## config.mk

```make
export PLATFORM = sky130hd
export DESIGN_NAME = uart_tx_reg
export DESIGN_NICKNAME = d
export VERILOG_FILES = /design/src/hw/soc_pkg.sv /design/src/hw/axil_reg_port.sv /design/src/hw/uart_tx_reg.sv
export SDC_FILE = /design/constraint.sdc
export NUM_CORES = 1
export LEC_CHECK = 0
export BUFFER_PORTS_ARGS = -buffer_cell sky130_fd_sc_hd__buf_2
export CORE_MARGIN = 2
export CORE_UTILIZATION = 28
export CTS_CLUSTER_DIAMETER = 50
export DETAILED_ROUTE_END_ITERATION = 8
export PLACE_DENSITY_LB_ADDON = 0.05
export RECOVER_POWER = 25
export SYNTH_ARGS = -nofsm -noshare
export SYNTH_HDL_FRONTEND = slang
export SYNTH_SLANG_ARGS = --single-unit
```

## constraint.sdc

```tcl
create_clock -name clk -period 1.5 [get_ports clk]
set_input_delay 0.3 -clock clk [delete_from_list [all_inputs] [get_ports clk]]
set_output_delay 0.3 -clock clk [all_outputs]
set_load 0.1 [all_outputs]
```

## src/hw/soc_pkg.sv

```systemverilog
package soc_pkg;

    // Bus widths
    localparam int unsigned addr_w = 32;
    localparam int unsigned data_w = 32;
    localparam int unsigned strb_w = data_w / 8;   // One strobe per byte lane
    localparam int unsigned resp_w = 2;

    localparam logic [resp_w-1:0] resp_okay   = 2'b00;
    localparam logic [resp_w-1:0] resp_decerr = 2'b11;   // No device at this address

    // Address map, match when (addr & mask) == base
    localparam logic [addr_w-1:0] sram_base  = 32'h8000_0000;
    localparam logic [addr_w-1:0] sram_mask  = 32'hf000_0000;
    localparam logic [addr_w-1:0] uart_base  = 32'ha000_03f8;
    localparam logic [addr_w-1:0] uart_mask  = 32'hffff_ffff;   // Exact match
    localparam logic [addr_w-1:0] clint_base = 32'ha000_0048;
    localparam logic [addr_w-1:0] clint_mask = 32'hffff_fff8;   // Two words

    localparam int unsigned sram_words = 1024;
    localparam int unsigned sram_idx_w = $clog2(sram_words);

    // Device slots on the crossbar
    localparam int unsigned n_dev     = 3;
    localparam int unsigned dev_sram  = 0;
    localparam int unsigned dev_uart  = 1;
    localparam int unsigned dev_clint = 2;

    localparam int unsigned mtime_lo_off = 0;   // Word offsets in CLINT window
    localparam int unsigned mtime_hi_off = 1;

endpackage

```

## src/hw/axil_reg_port.sv

```systemverilog
`timescale 1ns/1ns

module axil_reg_port #(
    parameter int unsigned idx_w = 1            // Word index bits handed to the device
) (
    input  logic                        clk,
    input  logic                        rst,
    input  logic [soc_pkg::addr_w-1:0]  awaddr,
    input  logic                        awvalid,
    output logic                        awready,
    input  logic [soc_pkg::data_w-1:0]  wdata,
    input  logic [soc_pkg::strb_w-1:0]  wstrb,
    input  logic                        wvalid,
    output logic                        wready,
    output logic [soc_pkg::resp_w-1:0]  bresp,
    output logic                        bvalid,
    input  logic                        bready,
    input  logic [soc_pkg::addr_w-1:0]  araddr,
    input  logic                        arvalid,
    output logic                        arready,
    output logic [soc_pkg::data_w-1:0]  rdata,
    output logic [soc_pkg::resp_w-1:0]  rresp,
    output logic                        rvalid,
    input  logic                        rready,
    output logic                        acc_en,
    output logic                        acc_we,
    output logic [idx_w-1:0]            acc_idx,
    output logic [soc_pkg::data_w-1:0]  acc_wdata,
    output logic [soc_pkg::strb_w-1:0]  acc_wstrb,
    input  logic [soc_pkg::data_w-1:0]  acc_rdata
);
    import soc_pkg::*;

    logic              aw_got;     // Write address held
    logic              w_got;      // Write data held
    logic              ar_got;     // Read address held
    logic [addr_w-1:0] addr_q;     // Shared, one transaction at a time
    logic [data_w-1:0] wdata_q;
    logic [strb_w-1:0] wstrb_q;
    logic [data_w-1:0] rdata_q;    // Frozen while rvalid waits

    assign awready = !aw_got && !bvalid;
    assign wready  = !w_got && !bvalid;
    assign arready = !ar_got && !rvalid;

    // Single-cycle access once a request is complete
    assign acc_we    = aw_got && w_got;
    assign acc_en    = acc_we || ar_got;
    assign acc_idx   = addr_q[idx_w+1:2];   // Byte address to word index
    assign acc_wdata = wdata_q;
    assign acc_wstrb = wstrb_q;

    assign bresp = resp_okay;
    assign rresp = resp_okay;
    assign rdata = rdata_q;

    always_ff @(posedge clk) begin
        if (rst) begin
            aw_got <= 1'b0;
            w_got  <= 1'b0;
            ar_got <= 1'b0;
            bvalid <= 1'b0;
            rvalid <= 1'b0;
        end else begin
            if (awvalid && awready) aw_got <= 1'b1;
            if (wvalid && wready) w_got <= 1'b1;
            if (arvalid && arready) ar_got <= 1'b1;
            if (acc_we) begin
                aw_got <= 1'b0;
                w_got  <= 1'b0;
                bvalid <= 1'b1;
            end else if (ar_got) begin
                ar_got <= 1'b0;
                rvalid <= 1'b1;
            end
            if (bvalid && bready) bvalid <= 1'b0;
            if (rvalid && rready) rvalid <= 1'b0;
        end
    end

    always_ff @(posedge clk) begin
        if (awvalid && awready) addr_q <= awaddr;
        else if (arvalid && arready) addr_q <= araddr;
        if (wvalid && wready) begin
            wdata_q <= wdata;
            wstrb_q <= wstrb;
        end
        if (acc_en && !acc_we) rdata_q <= acc_rdata;   // Sample device answer
    end

endmodule

```

## src/hw/uart_tx_reg.sv

```systemverilog
`timescale 1ns/1ns

module uart_tx_reg (
    input  logic                        clk,
    input  logic                        rst,
    input  logic [soc_pkg::addr_w-1:0]  awaddr,
    input  logic                        awvalid,
    output logic                        awready,
    input  logic [soc_pkg::data_w-1:0]  wdata,
    input  logic [soc_pkg::strb_w-1:0]  wstrb,
    input  logic                        wvalid,
    output logic                        wready,
    output logic [soc_pkg::resp_w-1:0]  bresp,
    output logic                        bvalid,
    input  logic                        bready,
    input  logic [soc_pkg::addr_w-1:0]  araddr,
    input  logic                        arvalid,
    output logic                        arready,
    output logic [soc_pkg::data_w-1:0]  rdata,
    output logic [soc_pkg::resp_w-1:0]  rresp,
    output logic                        rvalid,
    input  logic                        rready,
    output logic [7:0]                  tx_data,
    output logic                        tx_valid    // One cycle per byte
);
    import soc_pkg::*;

    logic              acc_en;
    logic              acc_we;
    logic [data_w-1:0] acc_wdata;
    logic [strb_w-1:0] acc_wstrb;
    logic [data_w-1:0] acc_rdata;
    logic              tx_load;    // Write touching byte lane 0

    // Single register, word index not needed
    axil_reg_port #(.idx_w(1)) axil_reg_port_inst (.*, .acc_idx());

    assign tx_load   = acc_en && acc_we && acc_wstrb[0];
    assign acc_rdata = {{(data_w-8){1'b0}}, tx_data};

    always_ff @(posedge clk) begin
        if (rst) tx_valid <= 1'b0;
        else tx_valid <= tx_load;
    end

    always_ff @(posedge clk) begin
        if (tx_load) tx_data <= acc_wdata[7:0];
    end

endmodule

```

# Word level (Yosys, flattened, before mapping)
# Index checks and enable logic that the tools add are counted.
# Widths: inputs -> output; s select.
[totals] register_bits=31 inputBits=107 output_inout_bits=50 elab_cells=37
[op_classes] n_mux=3 bitwise_logic=1 reduce_logical=23
[ops] cell="$logic_and 1x1->1" n=12
[ops] cell="$logic_not 1->1" n=6
[ops] cell="$reduce_or 2->1" n=3
[ops] cell="$mux 1" n=3
[ops] cell="$reduce_and 2->1" n=1
[ops] cell="$logic_or 1x1->1" n=1
[ops] cell="$not 1->1" n=1

# Logic depth before layout (Yosys ltp)
[depth] ltp_word=6 mapped_depth=3 mapped_depth_nobuf=3

# Hierarchy
# From an unflattened synthesis, not the netlist that was laid out.
[unflattened] cells_unflattened=115 hier_area_um2=2627.5
[modules_own_cells] module="axil_reg_port" n_inst=1 cells_per_inst=103 area_each_um2=2347.3
[modules_own_cells] module="uart_tx_reg" n_inst=1 cells_per_inst=12 area_each_um2=280.3

# Worst setup path after synthesis
# OpenSTA, ideal clock, no wires.
[synth_timing] path_kind="reg-to-reg" from="register axil_reg_port_inst.bvalid" to="register axil_reg_port_inst.aw_got" setup_ns=0.070 arrival_time_ns=2.357 setup_slack_ns=-0.928 stages_incl_launch_ff=4 path_buffers=0 period_less_slack_ns=2.428 path_cell_list="dfxtp_1 nor2_1 a2bb2oi_1 nor2_1"
[synth_between] elab_chain_len=3
[synth_lines] element="start, declared" line_no="axil_reg_port.sv:16" source="output logic bvalid,"
[synth_lines] element="start signal, assigned" line_no="axil_reg_port.sv:62" source="bvalid <= 1'b0;"
[synth_lines] element="start signal, assigned" line_no="axil_reg_port.sv:71" source="bvalid <= 1'b1;"
[synth_lines] element="start signal, assigned" line_no="axil_reg_port.sv:76" source="if (bvalid && bready) bvalid <= 1'b0;"
[synth_lines] element="$logic_not 1->1" line_no="axil_reg_port.sv:42" source="assign awready = !aw_got && !bvalid;"
[synth_lines] element="$logic_and 1x1->1" line_no="axil_reg_port.sv:42"
[synth_lines] element="named net awready" line_no="uart_tx_reg.sv:8" source="output logic awready,"
[synth_lines] element="$logic_and 1x1->1" line_no="axil_reg_port.sv:65" source="if (awvalid && awready) aw_got <= 1'b1;"
[synth_lines] element="end signal, assigned" line_no="axil_reg_port.sv:59" source="aw_got <= 1'b0;"
[synth_lines] element="end signal, assigned" line_no="axil_reg_port.sv:65"
[synth_lines] element="end signal, assigned" line_no="axil_reg_port.sv:69" source="aw_got <= 1'b0;"
[synth_lines] element="end, declared" line_no="axil_reg_port.sv:34" source="logic aw_got;"
# The timed path passes the listed nets, and every way through them passes these cells.
# A chain may end at the register's enable or synchronous reset.

# Final worst setup path
[layout_timing] from="register axil_reg_port_inst.rvalid" to="output port arready"
[layout_between] elab_chain_len=2
[layout_lines] element="start, declared" line_no="axil_reg_port.sv:23" source="output logic rvalid,"
[layout_lines] element="start signal, assigned" line_no="axil_reg_port.sv:63" source="rvalid <= 1'b0;"
[layout_lines] element="start signal, assigned" line_no="axil_reg_port.sv:74" source="rvalid <= 1'b1;"
[layout_lines] element="start signal, assigned" line_no="axil_reg_port.sv:77" source="if (rvalid && rready) rvalid <= 1'b0;"
[layout_lines] element="$logic_not 1->1" line_no="axil_reg_port.sv:44" source="assign arready = !ar_got && !rvalid;"
[layout_lines] element="$logic_and 1x1->1" line_no="axil_reg_port.sv:44"
[layout_lines] element="end, declared" line_no="uart_tx_reg.sv:18" source="output logic arready,"
# No other way between the ends.

==> results.json <==
{
  "holdBufCountCts": 0,
  "yosysTopAreaCell": "sky130_fd_sc_hd__edfxtp_1",
  "worst_clk_skew_ps": 3.35,
  "cp.depth": 2,
  "drt-pass1-iter-count": 4,
  "drt_iter0_drc": 21,
  "grt_start_max_net_pins": 11,
  "p_int_mw": 1.54,
  "totalNegativeSetupSlack_ps": 0,
  "ys_top_cells_by_area": "sky130_fd_sc_hd__edfxtp_1, sky130_fd_sc_hd__buf_4, sky130_fd_sc_hd__dfxtp_1",
  "worst_path_max_delay_cell": "sky130_fd_sc_hd__buf_2",
  "nets": 231,
  "min-delay-start": "wdata[3]",
  "syn-cell-area_mm2": 0.00120,
  "wire_length_of_the_first_global_routing_pass_um": 2880,
  "powerDensity_mw_per_mm2": 1570,
  "cells_after_synthesis": 80,
  "power.share.clock": 0.326,
  "floorplan.rows": 23,
  "post_route_worst_hold_slack_ps": 195,
  "drt_drc_violations_left": 0,
  "yosysWarningCount": 0,
  "die_area_mm2": 0.00484,
  "timing.final.max_slew_violations": 0,
  "netSwitchingFraction": 0.355,
  "placeableCoreArea_mm2": 0.00406,
  "ys_seq_area_frac": 0.723,
  "place.gp.congestion": 0.614,
  "worst_ir_drop_vdd_mv": 0.653,
  "syn2layout_area_growth_pct": 26.1,
  "reg2reg_slack_ps": 290,
  "timing.critical_path.from_type": "flip-flop",
  "drt.antenna.violating_nets": 0,
  "synth.lib_cells_used.distinct": 18,
  "report.final.setup_viol": 0,
  "critical_path.n_buffers_inverters": 1,
  "synth_top_area_share": 0.623,
  "initial_core_util": 0.297,
  "post_cts.repair.setup_buffers": 0,
  "critical_path.top_delay_family": "buffers and inverters",
  "path_cells": "nor2_4 > buf_2",
  "worst_ep_required_time_ps": 1200,
  "finalCriticalPeriod_ps": 1450,
  "fin_crit_sh": 0.965,
  "power.leakage_nw": 0.648,
  "worst_hold_path_type": "in -> reg",
  "path_class": "reg -> out",
  "dp_hpwl_um": 1380,
  "highest_attainable_clock_frequency_ghz": 0.691,
  "timing.final.hold_violations": 0,
  "num-fill-cells": 400,
  "regToRegEndpoint": "tx_data[0]",
  "final_layout_size_suffix_gt1_frac": 0.448,
  "cp_data_arrival_time_ps": 1150,
  "via_count": 636,
  "cap_violations": 0,
  "via_count_of_the_first_global_routing_pass": 559,
  "path_clk_slew_ps": 60,
  "ys_seq_elements": 31,
  "port_buffers": 37,
  "clock_tree.buffer_depth": 2,
  "max_stage_delay_ps": 420,
  "cts-root-buf": "sky130_fd_sc_hd__clkbuf_8",
  "htree_num_levels": 2,
  "seqPwrFrac": 0.421,
  "avgRoutedWirePerCell_um": 10.2,
  "grt-ovfl-total": 0,
  "endpoint_kind": "output port",
  "worstSetupStartpoint": "axil_reg_port_inst.rvalid",
  "power.net_switching_uw": 845,
  "crit_path_max_fanout": 4,
  "setup_repair_after_global_routing_missed_its_margin": "no",
  "diodes": 0,
  "worstReg2RegStart": "axil_reg_port_inst.w_got",
  "status": "finished, final reports clean",
  "clock_insertion_delay_worst_skew_ps": 280,
  "worst-r2r-cell-count": 1,
  "vias_per_cell": 3.63,
  "tritoncts_num_sinks": 31,
  "number_of_buffers_created_by_cts": 5,
  "cts_tree": "done",
  "antenna_found_initial": 0,
  "avgSynthCellArea_um2": 15.1,
  "final_wirelength_um": 1780,
  "cts-resized-gates": 0,
  "top_level_ports": 157,
  "grt_usage": 0.0824,
  "floorplan.die.width_um": 69.6,
  "die_h_um": 69.6,
  "cp-endpoint": "arready",
  "comb_power_share": 0.253
}
[cell usage after synthesis]
cell type,count
sky130_fd_sc_hd__a21oi_1,2
sky130_fd_sc_hd__a2bb2oi_1,1
sky130_fd_sc_hd__a32oi_1,1
sky130_fd_sc_hd__and2_2,1
sky130_fd_sc_hd__and3_2,1
sky130_fd_sc_hd__buf_4,28
sky130_fd_sc_hd__conb_1,1
sky130_fd_sc_hd__dfxtp_1,6
sky130_fd_sc_hd__edfxtp_1,25
sky130_fd_sc_hd__inv_1,1
sky130_fd_sc_hd__mux2_2,1
sky130_fd_sc_hd__nand2_2,1
sky130_fd_sc_hd__nand2b_1,1
sky130_fd_sc_hd__nand3b_1,1
sky130_fd_sc_hd__nor2_1,6
sky130_fd_sc_hd__nor2_2,1
sky130_fd_sc_hd__nor2b_1,1
sky130_fd_sc_hd__nor3b_1,1
[power groups by stage]
stage               registers [mW]  logic [mW]  clock network [mW]
floorplan                     1.13       0.474                   0
global placement              1.02       0.604                   0
detailed placement            1.02       0.605                   0
CTS                           1.00       0.605               0.806
global route                  1.01       0.618               0.848
finish                        1.00       0.602               0.775
[through the flow]
step	power (mW)	instance area, um^2	cells	utilization	worst slack, ps
3_5_place_dp	1.63	1410	167	0.348	278
5_1_grt	2.47	1520	175	0.374	10.1
3_3_place_gp	1.62	1410	167	0.348	294
4_1_cts	2.41	1520	175	0.374	32.6
2_1_floorplan	1.60	1340	107	-	61.3
6_report	2.38	1520	175	0.374	52.5
[area by class of cell]
class / count / area, um^2 / share of cell area
flip-flops and latches: 31 / 873 / 0.575
clock buffers: 5 / 68.8 / 0.0453
repair buffers: 38 / 223 / 0.147
multi-input cells: 47 / 249 / 0.164
inverters: 1 / 3.75 / 0.00247
well taps: 50 / 62.6 / 0.0412
clock inverters: 3 / 38.8 / 0.0255
[routing by layer]
| layer | track usage | up-vias | wire length (um) |
|---|---|---|---|
| li1 | - | 307 | - |
| met2 | 0.103 | 50 | 731 |
| met3 | 0.0451 | 4 | 253 |
| met5 | 0 | - | 0 |
| met1 | 0.0972 | 275 | 765 |
| met4 | 0.0784 | 0 | 29 |
[worst min-delay path by stage]
stage	to	slack (ps)	depth (start not counted)
final	axil_reg_port_inst.acc_wdata[3]	190	1
after global routing	axil_reg_port_inst.acc_wstrb[0]	180	1
after floorplan	axil_reg_port_inst.bvalid	360	1
after global placement	tx_data[3]	410	0
after detailed placement	tx_data[5]	400	0
after CTS	axil_reg_port_inst.acc_wdata[0]	180	1
[logic make-up (layout without fill, tap and decap cells)]
group                  after synthesis  in the layout  synth area share
AOI/OAI and AO/OA                    4              4            0.0228
buffers and inverters               29             47             0.178
DFF                                 31             31             0.723
muxes                                1              1           0.00935
other                                1             28           0.00311
and+or+nand+nor                     14             14            0.0644
[cells in the final DEF, fill, tap and decap left out, types with 2 or more instances in the layout]
cell type and count:
sky130_fd_sc_hd__clkbuf_8 5, sky130_fd_sc_hd__dfxtp_2 2, sky130_fd_sc_hd__a21oi_1 2, sky130_fd_sc_hd__nor2_1 3, sky130_fd_sc_hd__edfxtp_1 25, sky130_fd_sc_hd__conb_1 28
sky130_fd_sc_hd__dfxtp_1 4, sky130_fd_sc_hd__buf_2 35, sky130_fd_sc_hd__buf_12 2, sky130_fd_sc_hd__nor2_4 3
(Power assumes the default switching activity.)
