<file path="src/hw/soc_pkg.sv">
package soc_pkg;

    // Bus widths
    localparam int unsigned addr_w = 32;
    localparam int unsigned data_w = 32;
    localparam int unsigned strb_w = data_w / 8;   // One strobe per byte lane
    localparam int unsigned resp_w = 2;

    localparam logic [resp_w-1:0] resp_okay   = 2'b00;
    localparam logic [resp_w-1:0] resp_decerr = 2'b11;   // No device at this address

    // Address map, match when (addr & mask) == base
    localparam logic [addr_w-1:0] sram_base  = 32'h8000_0000;
    localparam logic [addr_w-1:0] sram_mask  = 32'hf000_0000;
    localparam logic [addr_w-1:0] uart_base  = 32'ha000_03f8;
    localparam logic [addr_w-1:0] uart_mask  = 32'hffff_ffff;   // Exact match
    localparam logic [addr_w-1:0] clint_base = 32'ha000_0048;
    localparam logic [addr_w-1:0] clint_mask = 32'hffff_fff8;   // Two words

    localparam int unsigned sram_words = 1024;
    localparam int unsigned sram_idx_w = $clog2(sram_words);

    // Device slots on the crossbar
    localparam int unsigned n_dev     = 3;
    localparam int unsigned dev_sram  = 0;
    localparam int unsigned dev_uart  = 1;
    localparam int unsigned dev_clint = 2;

    localparam int unsigned mtime_lo_off = 0;   // Word offsets in CLINT window
    localparam int unsigned mtime_hi_off = 1;

endpackage

</file>
<file path="src/hw/axil_xbar.sv">
`timescale 1ns/1ns

module axil_xbar (
    input  logic                                      clk,
    input  logic                                      rst,
    input  logic [soc_pkg::addr_w-1:0]                awaddr,
    input  logic                                      awvalid,
    output logic                                      awready,
    input  logic [soc_pkg::data_w-1:0]                wdata,
    input  logic [soc_pkg::strb_w-1:0]                wstrb,
    input  logic                                      wvalid,
    output logic                                      wready,
    output logic [soc_pkg::resp_w-1:0]                bresp,
    output logic                                      bvalid,
    input  logic                                      bready,
    input  logic [soc_pkg::addr_w-1:0]                araddr,
    input  logic                                      arvalid,
    output logic                                      arready,
    output logic [soc_pkg::data_w-1:0]                rdata,
    output logic [soc_pkg::resp_w-1:0]                rresp,
    output logic                                      rvalid,
    input  logic                                      rready,
    output logic [soc_pkg::addr_w-1:0]                dev_awaddr,
    output logic [soc_pkg::n_dev-1:0]                 dev_awvalid,
    input  logic [soc_pkg::n_dev-1:0]                 dev_awready,
    output logic [soc_pkg::data_w-1:0]                dev_wdata,
    output logic [soc_pkg::strb_w-1:0]                dev_wstrb,
    output logic [soc_pkg::n_dev-1:0]                 dev_wvalid,
    input  logic [soc_pkg::n_dev-1:0]                 dev_wready,
    input  logic [soc_pkg::n_dev*soc_pkg::resp_w-1:0] dev_bresp,
    input  logic [soc_pkg::n_dev-1:0]                 dev_bvalid,
    output logic [soc_pkg::n_dev-1:0]                 dev_bready,
    output logic [soc_pkg::addr_w-1:0]                dev_araddr,
    output logic [soc_pkg::n_dev-1:0]                 dev_arvalid,
    input  logic [soc_pkg::n_dev-1:0]                 dev_arready,
    input  logic [soc_pkg::n_dev*soc_pkg::data_w-1:0] dev_rdata,
    input  logic [soc_pkg::n_dev*soc_pkg::resp_w-1:0] dev_rresp,
    input  logic [soc_pkg::n_dev-1:0]                 dev_rvalid,
    output logic [soc_pkg::n_dev-1:0]                 dev_rready
);
    import soc_pkg::*;

    logic             wr_open;     // Write transaction in flight
    logic             rd_open;     // Read transaction in flight
    logic [n_dev-1:0] sel_q;       // One-hot target, zero on miss
    logic             hit;
    logic             aw_done;     // Decode-error side, halves taken
    logic             w_done;
    logic             ar_done;

    function automatic logic [n_dev-1:0] decode(input logic [addr_w-1:0] a);
        logic [n_dev-1:0] s;
        s = '0;
        s[dev_sram]  = (a & sram_mask) == sram_base;
        s[dev_uart]  = (a & uart_mask) == uart_base;
        s[dev_clint] = (a & clint_mask) == clint_base;
        return s;
    endfunction

    assign hit = |sel_q;

    always_ff @(posedge clk) begin
        if (rst) begin
            wr_open <= 1'b0;
            rd_open <= 1'b0;
            sel_q   <= '0;
            aw_done <= 1'b0;
            w_done  <= 1'b0;
            ar_done <= 1'b0;
        end else if (!wr_open && !rd_open) begin
            aw_done <= 1'b0;
            w_done  <= 1'b0;
            ar_done <= 1'b0;
            if (awvalid) begin               // Write wins a tie
                wr_open <= 1'b1;
                sel_q   <= decode(awaddr);
            end else if (arvalid) begin
                rd_open <= 1'b1;
                sel_q   <= decode(araddr);
            end
        end else begin
            if (awvalid && awready) aw_done <= 1'b1;
            if (wvalid && wready) w_done <= 1'b1;
            if (arvalid && arready) ar_done <= 1'b1;
            if (bvalid && bready) wr_open <= 1'b0;
            if (rvalid && rready) rd_open <= 1'b0;
        end
    end

    // Request side, payload broadcast and valid steered to the target
    assign dev_awaddr  = awaddr;
    assign dev_wdata   = wdata;
    assign dev_wstrb   = wstrb;
    assign dev_araddr  = araddr;
    assign dev_awvalid = {n_dev{wr_open && awvalid}} & sel_q;
    assign dev_wvalid  = {n_dev{wr_open && wvalid}} & sel_q;
    assign dev_bready  = {n_dev{wr_open && bready}} & sel_q;
    assign dev_arvalid = {n_dev{rd_open && arvalid}} & sel_q;
    assign dev_rready  = {n_dev{rd_open && rready}} & sel_q;

    // Miss is answered here once its halves are in
    assign awready = wr_open && (hit ? |(sel_q & dev_awready) : !aw_done);
    assign wready  = wr_open && (hit ? |(sel_q & dev_wready) : !w_done);
    assign bvalid  = wr_open && (hit ? |(sel_q & dev_bvalid) : aw_done && w_done);
    assign arready = rd_open && (hit ? |(sel_q & dev_arready) : !ar_done);
    assign rvalid  = rd_open && (hit ? |(sel_q & dev_rvalid) : ar_done);

    always_comb begin
        bresp = resp_decerr;   // Default covers the miss
        rresp = resp_decerr;
        rdata = '0;
        for (int i = 0; i < n_dev; i++) begin
            if (sel_q[i]) begin
                bresp = dev_bresp[i*resp_w +: resp_w];
                rresp = dev_rresp[i*resp_w +: resp_w];
                rdata = dev_rdata[i*data_w +: data_w];
            end
        end
    end

endmodule

</file>
<file path="config.mk">
export PLATFORM = sky130hd
export DESIGN_NAME = axil_xbar
export DESIGN_NICKNAME = d
export VERILOG_FILES = /design/src/hw/soc_pkg.sv /design/src/hw/axil_xbar.sv
export SDC_FILE = /design/constraint.sdc
export NUM_CORES = 1
export LEC_CHECK = 0
export ABC_AREA = 1
export BUFFER_PORTS_ARGS = -buffer_cell sky130_fd_sc_hd__buf_2
export CAP_MARGIN = 20
export CORE_AREA = 5 5 145 147
export CTS_CLUSTER_SIZE = 40
export DETAILED_ROUTE_END_ITERATION = 12
export DIE_AREA = 0 0 150 152
export GPL_TIMING_DRIVEN = 0
export REMOVE_ABC_BUFFERS = 1
export SLEW_MARGIN = 10
export SYNTH_ARGS = -nofsm -noshare
export SYNTH_HDL_FRONTEND = slang
export SYNTH_SLANG_ARGS = --single-unit
</file>
<file path="constraint.sdc">
create_clock -name clk -period 1.69 [get_ports clk]
set_input_delay 0.4225 -clock clk [delete_from_list [all_inputs] [get_ports clk]]
set_output_delay 0.4225 -clock clk [all_outputs]
set_load 0.01 [all_outputs]
</file>
# Yosys cells after proc, flatten, opt, wreduce, memory -nomap -nowiden
# Index checks and enable logic that the tools add are counted.
[op_classes] n_div=0 n_shift=0 addsub=0 n_lt_le_gt_ge=0 reduce_logical=35 eq_ne=9 n_bitwise=10 muxes=23 multipliers=0
[ops] cell="$mux W32" n=3
[ops] cell="$eq A32 B32 Y1 const B" n=2
[ops] cell="$eq A29 B29 Y1 const B" n=2
[ops] cell="$and A3 B3 Y3" n=10
[ops] cell="$reduce_or A3 Y1" n=6
[ops] cell="$logic_and A1 B1 Y1" n=17
[ops] cell="$mux W1" n=12
[ops] cell="$mux W2" n=6
[ops] cell="$eq A4 B4 Y1 const B" n=2
[ops] cell="$mux W3" n=2
[ops] cell="$ne A2 B2 Y1 const B" n=3
[ops] cell="$reduce_bool A2 Y1" n=3
[ops] cell="$logic_not A1 Y1" n=5
[ops] cell="$reduce_and A2 Y1" n=2
[ops] cell="$reduce_and A3 Y1" n=1
[ops] cell="$reduce_or A2 Y1" n=1
[word_totals] ff_bits=8 inputBits=230 ram_bits=0 rom_bits=0 memories=0 latchBits=0 out_inout_bits=156 wordCells=83

# Depth between registers and ports, before layout
# Gate-level depths: netlist of run 1.
[depth] ltp_word=7 depth_mapped=11 mapped_depth_nobuf=10

# Worst setup path before layout of run 1
# Ideal clock, no wire load.
[synth_path] path_kind="register to output" start="register sel_q[0]" end="output rdata[0] (netlist bit)" t_arrival_ns=1.146 setup_slack_ns=0.122 path_stages_with_launch=6 path_buffers=1 required_time_ns=1.267 cell_sequence="dfxtp_1 > inv_2 > nor2_4 > buf_2 > a22oi_1 > o21ai_0"
[synth_between] elab_chain_cells=3
[synth_lines] item="start: declaration" line="axil_xbar.sv:45" text="logic [n_dev-1:0] sel_q;"
[synth_lines] item="start signal: assignment" line="axil_xbar.sv:76" text="sel_q <= decode(awaddr);"
[synth_lines] item="start signal: assignment" line="axil_xbar.sv:79" text="sel_q <= decode(araddr);"
[synth_lines] item="$mux W32 (3 in a row)" line="axil_xbar.sv:113" text="if (sel_q[i]) begin"
[synth_lines] item="end: declaration" line="axil_xbar.sv:19" text="output logic [soc_pkg::data_w-1:0] rdata,"
# No other way between the ends.

# Worst setup path in the final report of run 1
[layout_path] start="register sel_q[1]" end="output rdata[7] (netlist bit)"
[layout_between] elab_chain_cells=2
[layout_lines] item="$mux W32 (2 in a row)" line="axil_xbar.sv:113"
# No other way between the ends.

==> results of run 1 <==
==> per-layer routing <==
metal	vias to the layer above	part of all wire	GRT usage	routed length (um)
met4	6	0.022	0.0444	396
li1	1828	-	-	-
met3	24	0.14	0.0676	2480
met1	1674	0.36	0.144	6440
met5	-	0.0062	0.0283	113
met2	292	0.48	0.259	8700
==> flip-flops by register name (all words and copies together), names as in the netlist <==
name and cells:
wr_open 1, rd_open 1, aw_done 1, ar_done 1
w_done 1, sel_q 3
==> Yosys cell counts (5+ instances only) <==
| master | number | area share |
|---|---|---|
| dfxtp_1 | 8 | 0.063 |
| nor2_2 | 6 | 0.015 |
| buf_4 | 102 | 0.30 |
| o21ai_0 | 33 | 0.065 |
| inv_1 | 27 | 0.040 |
| a21oi_1 | 8 | 0.016 |
| nand2_1 | 134 | 0.20 |
| clkbuf_1 | 5 | 0.0074 |
| o21ai_1 | 7 | 0.014 |
| buf_2 | 9 | 0.018 |
| a22oi_1 | 32 | 0.095 |
| nor2_1 | 49 | 0.073 |
| nand3_1 | 13 | 0.026 |
==> kinds of logic after synthesis <==
family	after synthesis	synth area share
and+or+nand+nor	207	0.328
buffers and inverters	152	0.396
AOI/OAI and AO/OA	88	0.212
DFF	8	0.0632
==> per-stage QoR <==
step / instances / hold WS, ns / total power, mW / utilization
3_5_place_dp: 919 / 0.462 / 1.07 / 0.181
5_1_grt: 958 / 0.418 / 1.82 / 0.224
4_1_cts: 952 / 0.403 / 1.66 / 0.214
3_3_place_gp: 918 / 0.452 / 1.07 / 0.180
6_report: 958 / 0.407 / 1.70 / 0.224
2_1_floorplan: 335 / 0.437 / 0.485 / -
==> power groups by stage <==
stage	Combinational, mW	Sequential [mW]	Clock, mW
2_1_floorplan	0.270	0.215	0
3_3_place_gp	0.840	0.225	0
3_5_place_dp	0.845	0.225	0
4_1_cts	1.02	0.217	0.418
5_1_grt	1.18	0.218	0.428
6_report	1.08	0.216	0.407
==> path summary, 6_finish.rpt <==
path             from  endpoint  slack [ns]
max          sel_q[1]  rdata[7]       -0.21
min               rst  sel_q[1]        0.41
max reg2reg  sel_q[1]   aw_done        0.10
min reg2reg   aw_done   aw_done        0.52
==> cell type report <==
cell class,count,area (um^2),area share
antenna,2,5.00,0.00113
multi-input combinational,296,1630,0.369
tap,270,338,0.0764
timing repair buffer,346,2040,0.460
inverter,32,160,0.0362
clock buffer,4,78.8,0.0178
sequential,8,171,0.0388
==> cell usage in the layout (no fill, tap or decap), drive strengths merged <==
master,instances
buf,345
nand2,134
nor2,58
o21ai,40
a22oi,32
inv,31
nand3,13
a21oi,10
dfxtp,8
clkbuf,5
o22ai,4
diode,2
clkinv,1
o21bai,1
nand4,1
nor3,1
nand3b,1
a211oi,1
==> timing repair <==
action,4_1_cts,5_1_grt
endpoints found under the setup margin,58,41
buffers inserted,26,5
endpoints found under the hold margin,0,0
pin swaps,13,24
hold buffers,0,0
gates cloned,3,0
resized for setup,87,38
==> worst max-delay path, cell delays in order, from the launching register on <==
cell and delay [ns]:
dfxtp_4 0.35, buf_12 0.15, buf_4 0.16, a22oi_1 0.30
o21ai_1 0.11, buf_2 0.16
==> results.md, run 1 <==
- Max cap viols: 0
- Final setup viols: 41
- Initial DRC count: 112
- DR vias/cell: 3.99
- Final number of hold-violating endpoints: 0
- Mean Syn Cell Area: 5.57 um^2
- Rel. slew slack: 0.586
- Number of synthesized register bits: 8
- Vias in the first global route: 4014
- Peak supply drop: 233 uV
- RSZ-0062 raised after global routing: true
- RePlAce Congestion: 0.818
- Internal power: 1.02 mW
- Period utilisation layout: 1.12
- Post-DP HPWL: 14300 um
- R2R depth: 11
- Net Sw Frac: 0.402
- CP startpoint kind: flop
- Fill cell count: 2265
- Finished Cell Area: 4420 um^2
- DRC: 0
- Post-Route WL: 18100 um
- CTS tree: built
- Seq pwr share: 0.127
- Via count: 3824
- Async SR Flop Fraction: 0
- Post-Syn Area: 2530 um^2
- Later-pin clock latency in the skew report: 0.23 ns
- DR WL/cell: 18.9 um
- Initial antenna violation count: 4
- Synth Flop Type: dfxtp_1
- Die Y: 152 um
- Clock Pin Slew Worst Setup and Hold Paths: 0.04 ns
- Pre-CTS setup slack: -0.879 ns
- Die W: 150 um
- H-tree depth: 1
- Pin count of the biggest net entering global routing: 40
- Max Slew Vio Count: 0
- Crit end category: output port
- Layout Nets: 917
- Clock root buffer: clkbuf_16
- Ys Warns: 0
- Detailed Routing Iterations Pass 1: 4
- Power Density: 385 nW/um^2
- Post-synth EDFFs: 0
- Post-synthesis sequential area ratio: 0.0632
- Mapped Cells: 455
- Minimum clock period: 1.90 ns
- Clk pwr share: 0.239
- Setup WS post-layout: -0.207 ns
- Crit path DAT: 1.47 ns
- Failing checks: negative setup slack
- CP Max Fanout: 6
- Hold path depth: 2
- All-Layer GR Usage: 0.144
- Cts bufs inserted: 3
- Combinational power share: 0.634
- Least-Margin Pin Slew: 0.617 ns
- Setup TNS: -5.64 ns
- Die Area: 22800 um^2
- Row count: 52
- # port buffers: 313
- Worst Hold Class: primary input to flop
- Antenna Nets Post-Route: 0
- FMAX: 0.527 GHz
- Clk buf depth: 2
- Psw: 0.686 mW
- Clk sink count: 8
- Unique masters post-synth: 25
- Post-placement cell area: 3580 um^2
- Num ports: 386
- Share of cells above drive strength 1: 0.599
- Layout Skew: 0.00363 ns
- Initial core utilization: 0.128
- Crit Path Class: flop to output port
- P&R area growth vs syn: 74.6%
- Overflow left after global routing: 0
- CORE AREA: 19800 um^2
- Lkg Pwr: 2.35 nW
- Outcome: finished with violations
- Critical Path RT: 1.27 ns
- First-pass GRT wire length: 23900 um
Power figures use the tool's default switching activity.
==> run 2, diff against run 1 <==
- SETUP_SLACK_MARGIN: not set -> 0.2
- clock period: 1.69 -> 2.1 ns (I/O delays scaled with it)
==> results.md, run 2 (same netlist as run 1, synthesis figures left out) <==
- Outcome: complete, no violations
- Later-pin clock latency in the skew report: 0.23 ns
- H-tree depth: 1
- Met2 Use GR: 0.256
- P&R area growth vs syn: 73.6%
- Hold buffers post-CTS: 0
- Detailed Routing Iterations Pass 1: 5
- Crit-path max cell delay: 0.37 ns
- R2R Path Start: wr_open
- Vias in the first global route: 3892
- Initial DRC count: 81
- Power Density: 311 nW/um^2
- All-Layer GR Usage: 0.141
- Hold_sp: aw_done
- Pin count of the biggest net entering global routing: 40
- Critical Path RT: 1.57 ns
- Hold path depth: 2
- Biggest register: sel_q
- DR vias/cell: 4.08
- Rel. slew slack: 0.583
- Clock Pin Slew Worst Setup and Hold Paths: 0.04 ns
- Minimum clock period: 2.09 ns
- Initial antenna violation count: 4
- Clock root buffer: clkbuf_16
- Pre-CTS setup slack: -0.572 ns
- Num ports: 386
- Via count: 3900
- Layout Skew: 0.00428 ns
- RSZ-0062 raised after global routing: true
- Cts bufs inserted: 3
- CTS tree: built
- Final setup viols: 0
- Max cap viols: 0
- CP top delay family: buffers and inverters
- R2R depth: 7
- Final number of hold-violating endpoints: 0
- Layout Nets: 916
- Initial core utilization: 0.128
- Crit end category: output port
- Row count: 52
- Worst Hold Class: flop to flop
- # port buffers: 313
- Die Area: 22800 um^2
- Reg2Reg Setup Slack: 0.55 ns
- FF-to-FF End: sel_q[1]
- RePlAce Congestion: 0.818
- CORE AREA: 19800 um^2
- Die Y: 152 um
- Post-DP HPWL: 14300 um
- CP max stage cell: dfxtp_4
- Setup WS post-layout: 0.0135 ns
- Clk buf depth: 2
- Buffers and inverters on the worst path: 4
- GRT busiest layer: met2
- Most frequent cells in the layout: buf_2, nand2_1, nor2_1
- Least-Margin Pin Slew: 0.622 ns
- Period utilisation layout: 0.994
- Fill cell count: 2262
- Max FFs per register: 3
- Commonest non-fill, non-tap cell in the layout: buf_2
- First-pass GRT wire length: 23300 um
- FMAX: 0.479 GHz
- Placed Cells: 919
- DR WL/cell: 19.4 um
- Post-Route WL: 18600 um
- Crit Path Class: flop to output port
- CP Cell Sequence: buf_12 -> nor2_4 -> buf_12 -> buf_12 -> a22oi_2 -> o21ai_1 -> buf_2
- Crit path DAT: 1.56 ns
- CP Max Fanout: 8
- Met3 Track Usage GR: 0.0676
- DRC: 0
- Share of cells above drive strength 1: 0.603
- M1 GR Usage: 0.141
- Max Slew Vio Count: 0
- Clk sink count: 8
- Total Power: 1.37 mW
- Peak supply drop: 196 uV
- Cell mode on critical path: buf_12
- Antenna Nets Post-Route: 0
- CP startpoint kind: flop
- Hold Slack: 0.464 ns
- Lkg Pwr: 2.33 nW
- Hold worst-path end: aw_done
- Final Non-Filler Cells: 957
- Overflow left after global routing: 0
- Die W: 150 um
[run 2: changes by cell type in the layout (fill, tap and decap cells not counted), sizes merged]
cell    change
clkbuf      +1
buf         -2
clkinv      -1
inv         +1
[run 2: metrics by stage]
step	TNS [ns]	utilization	area [um^2]
after floorplan	-11.49	-	1650
after global routing	-0.106	0.222	4400
after CTS	0	0.206	4070
after detailed placement	-15.61	0.181	3580
final	0	0.222	4400
after global placement	-59.32	0.180	3560
[run 2: routing by layer]
layer,part of all wire,routed length (um),vias up
met2,0.48,8910,323
met3,0.14,2570,32
met4,0.026,482,6
met5,0.0060,112,-
li1,-,-,1829
met1,0.35,6520,1710
[run 2: cell type report]
class,instances,area [um^2],area share
Timing Repair Buffer,345,2050,0.467
Multi-Input combinational cell,296,1610,0.366
Tap cell,270,338,0.0769
Sequential cell,8,171,0.0390
Inverter,32,143,0.0325
Clock buffer,4,78.8,0.0179
Antenna cell,2,5.00,0.00114
[run 2: repair_timing]
action | 4_1_cts | 5_1_grt
pin swaps | 7 | 24
endpoints found under the setup margin | 49 | 41
gates resized for setup | 57 | 55
setup buffers | 21 | 6
gates cloned | 3 | 2
[run 2: where the power goes]
group / total, mW / internal (mW) / switching (mW)
Combinational: 0.865 / 0.406 / 0.460
Sequential: 0.174 / 0.160 / 0.0142
Clock: 0.330 / 0.253 / 0.0765
Total: 1.37 / 0.818 / 0.550
[run 2: worst max path at each step]
stage             start        end  cells after the start  slack (ns)
2_1_floorplan  sel_q[2]    awready                      6       -0.48
3_3_place_gp   sel_q[2]     rvalid                      8       -1.61
3_5_place_dp   sel_q[0]  rdata[16]                      5       -0.57
4_1_cts        sel_q[1]  rdata[29]                      7        0.05
5_1_grt        sel_q[1]   rdata[1]                      7       -0.03
6_report       sel_q[1]   rdata[1]                      7        0.01
[run 2: tightest hold or removal path: stages, from the launching register on]
cell	delay [ns]
dfxtp_1	0.32
a21oi_1	0.04
nor2_1	0.07
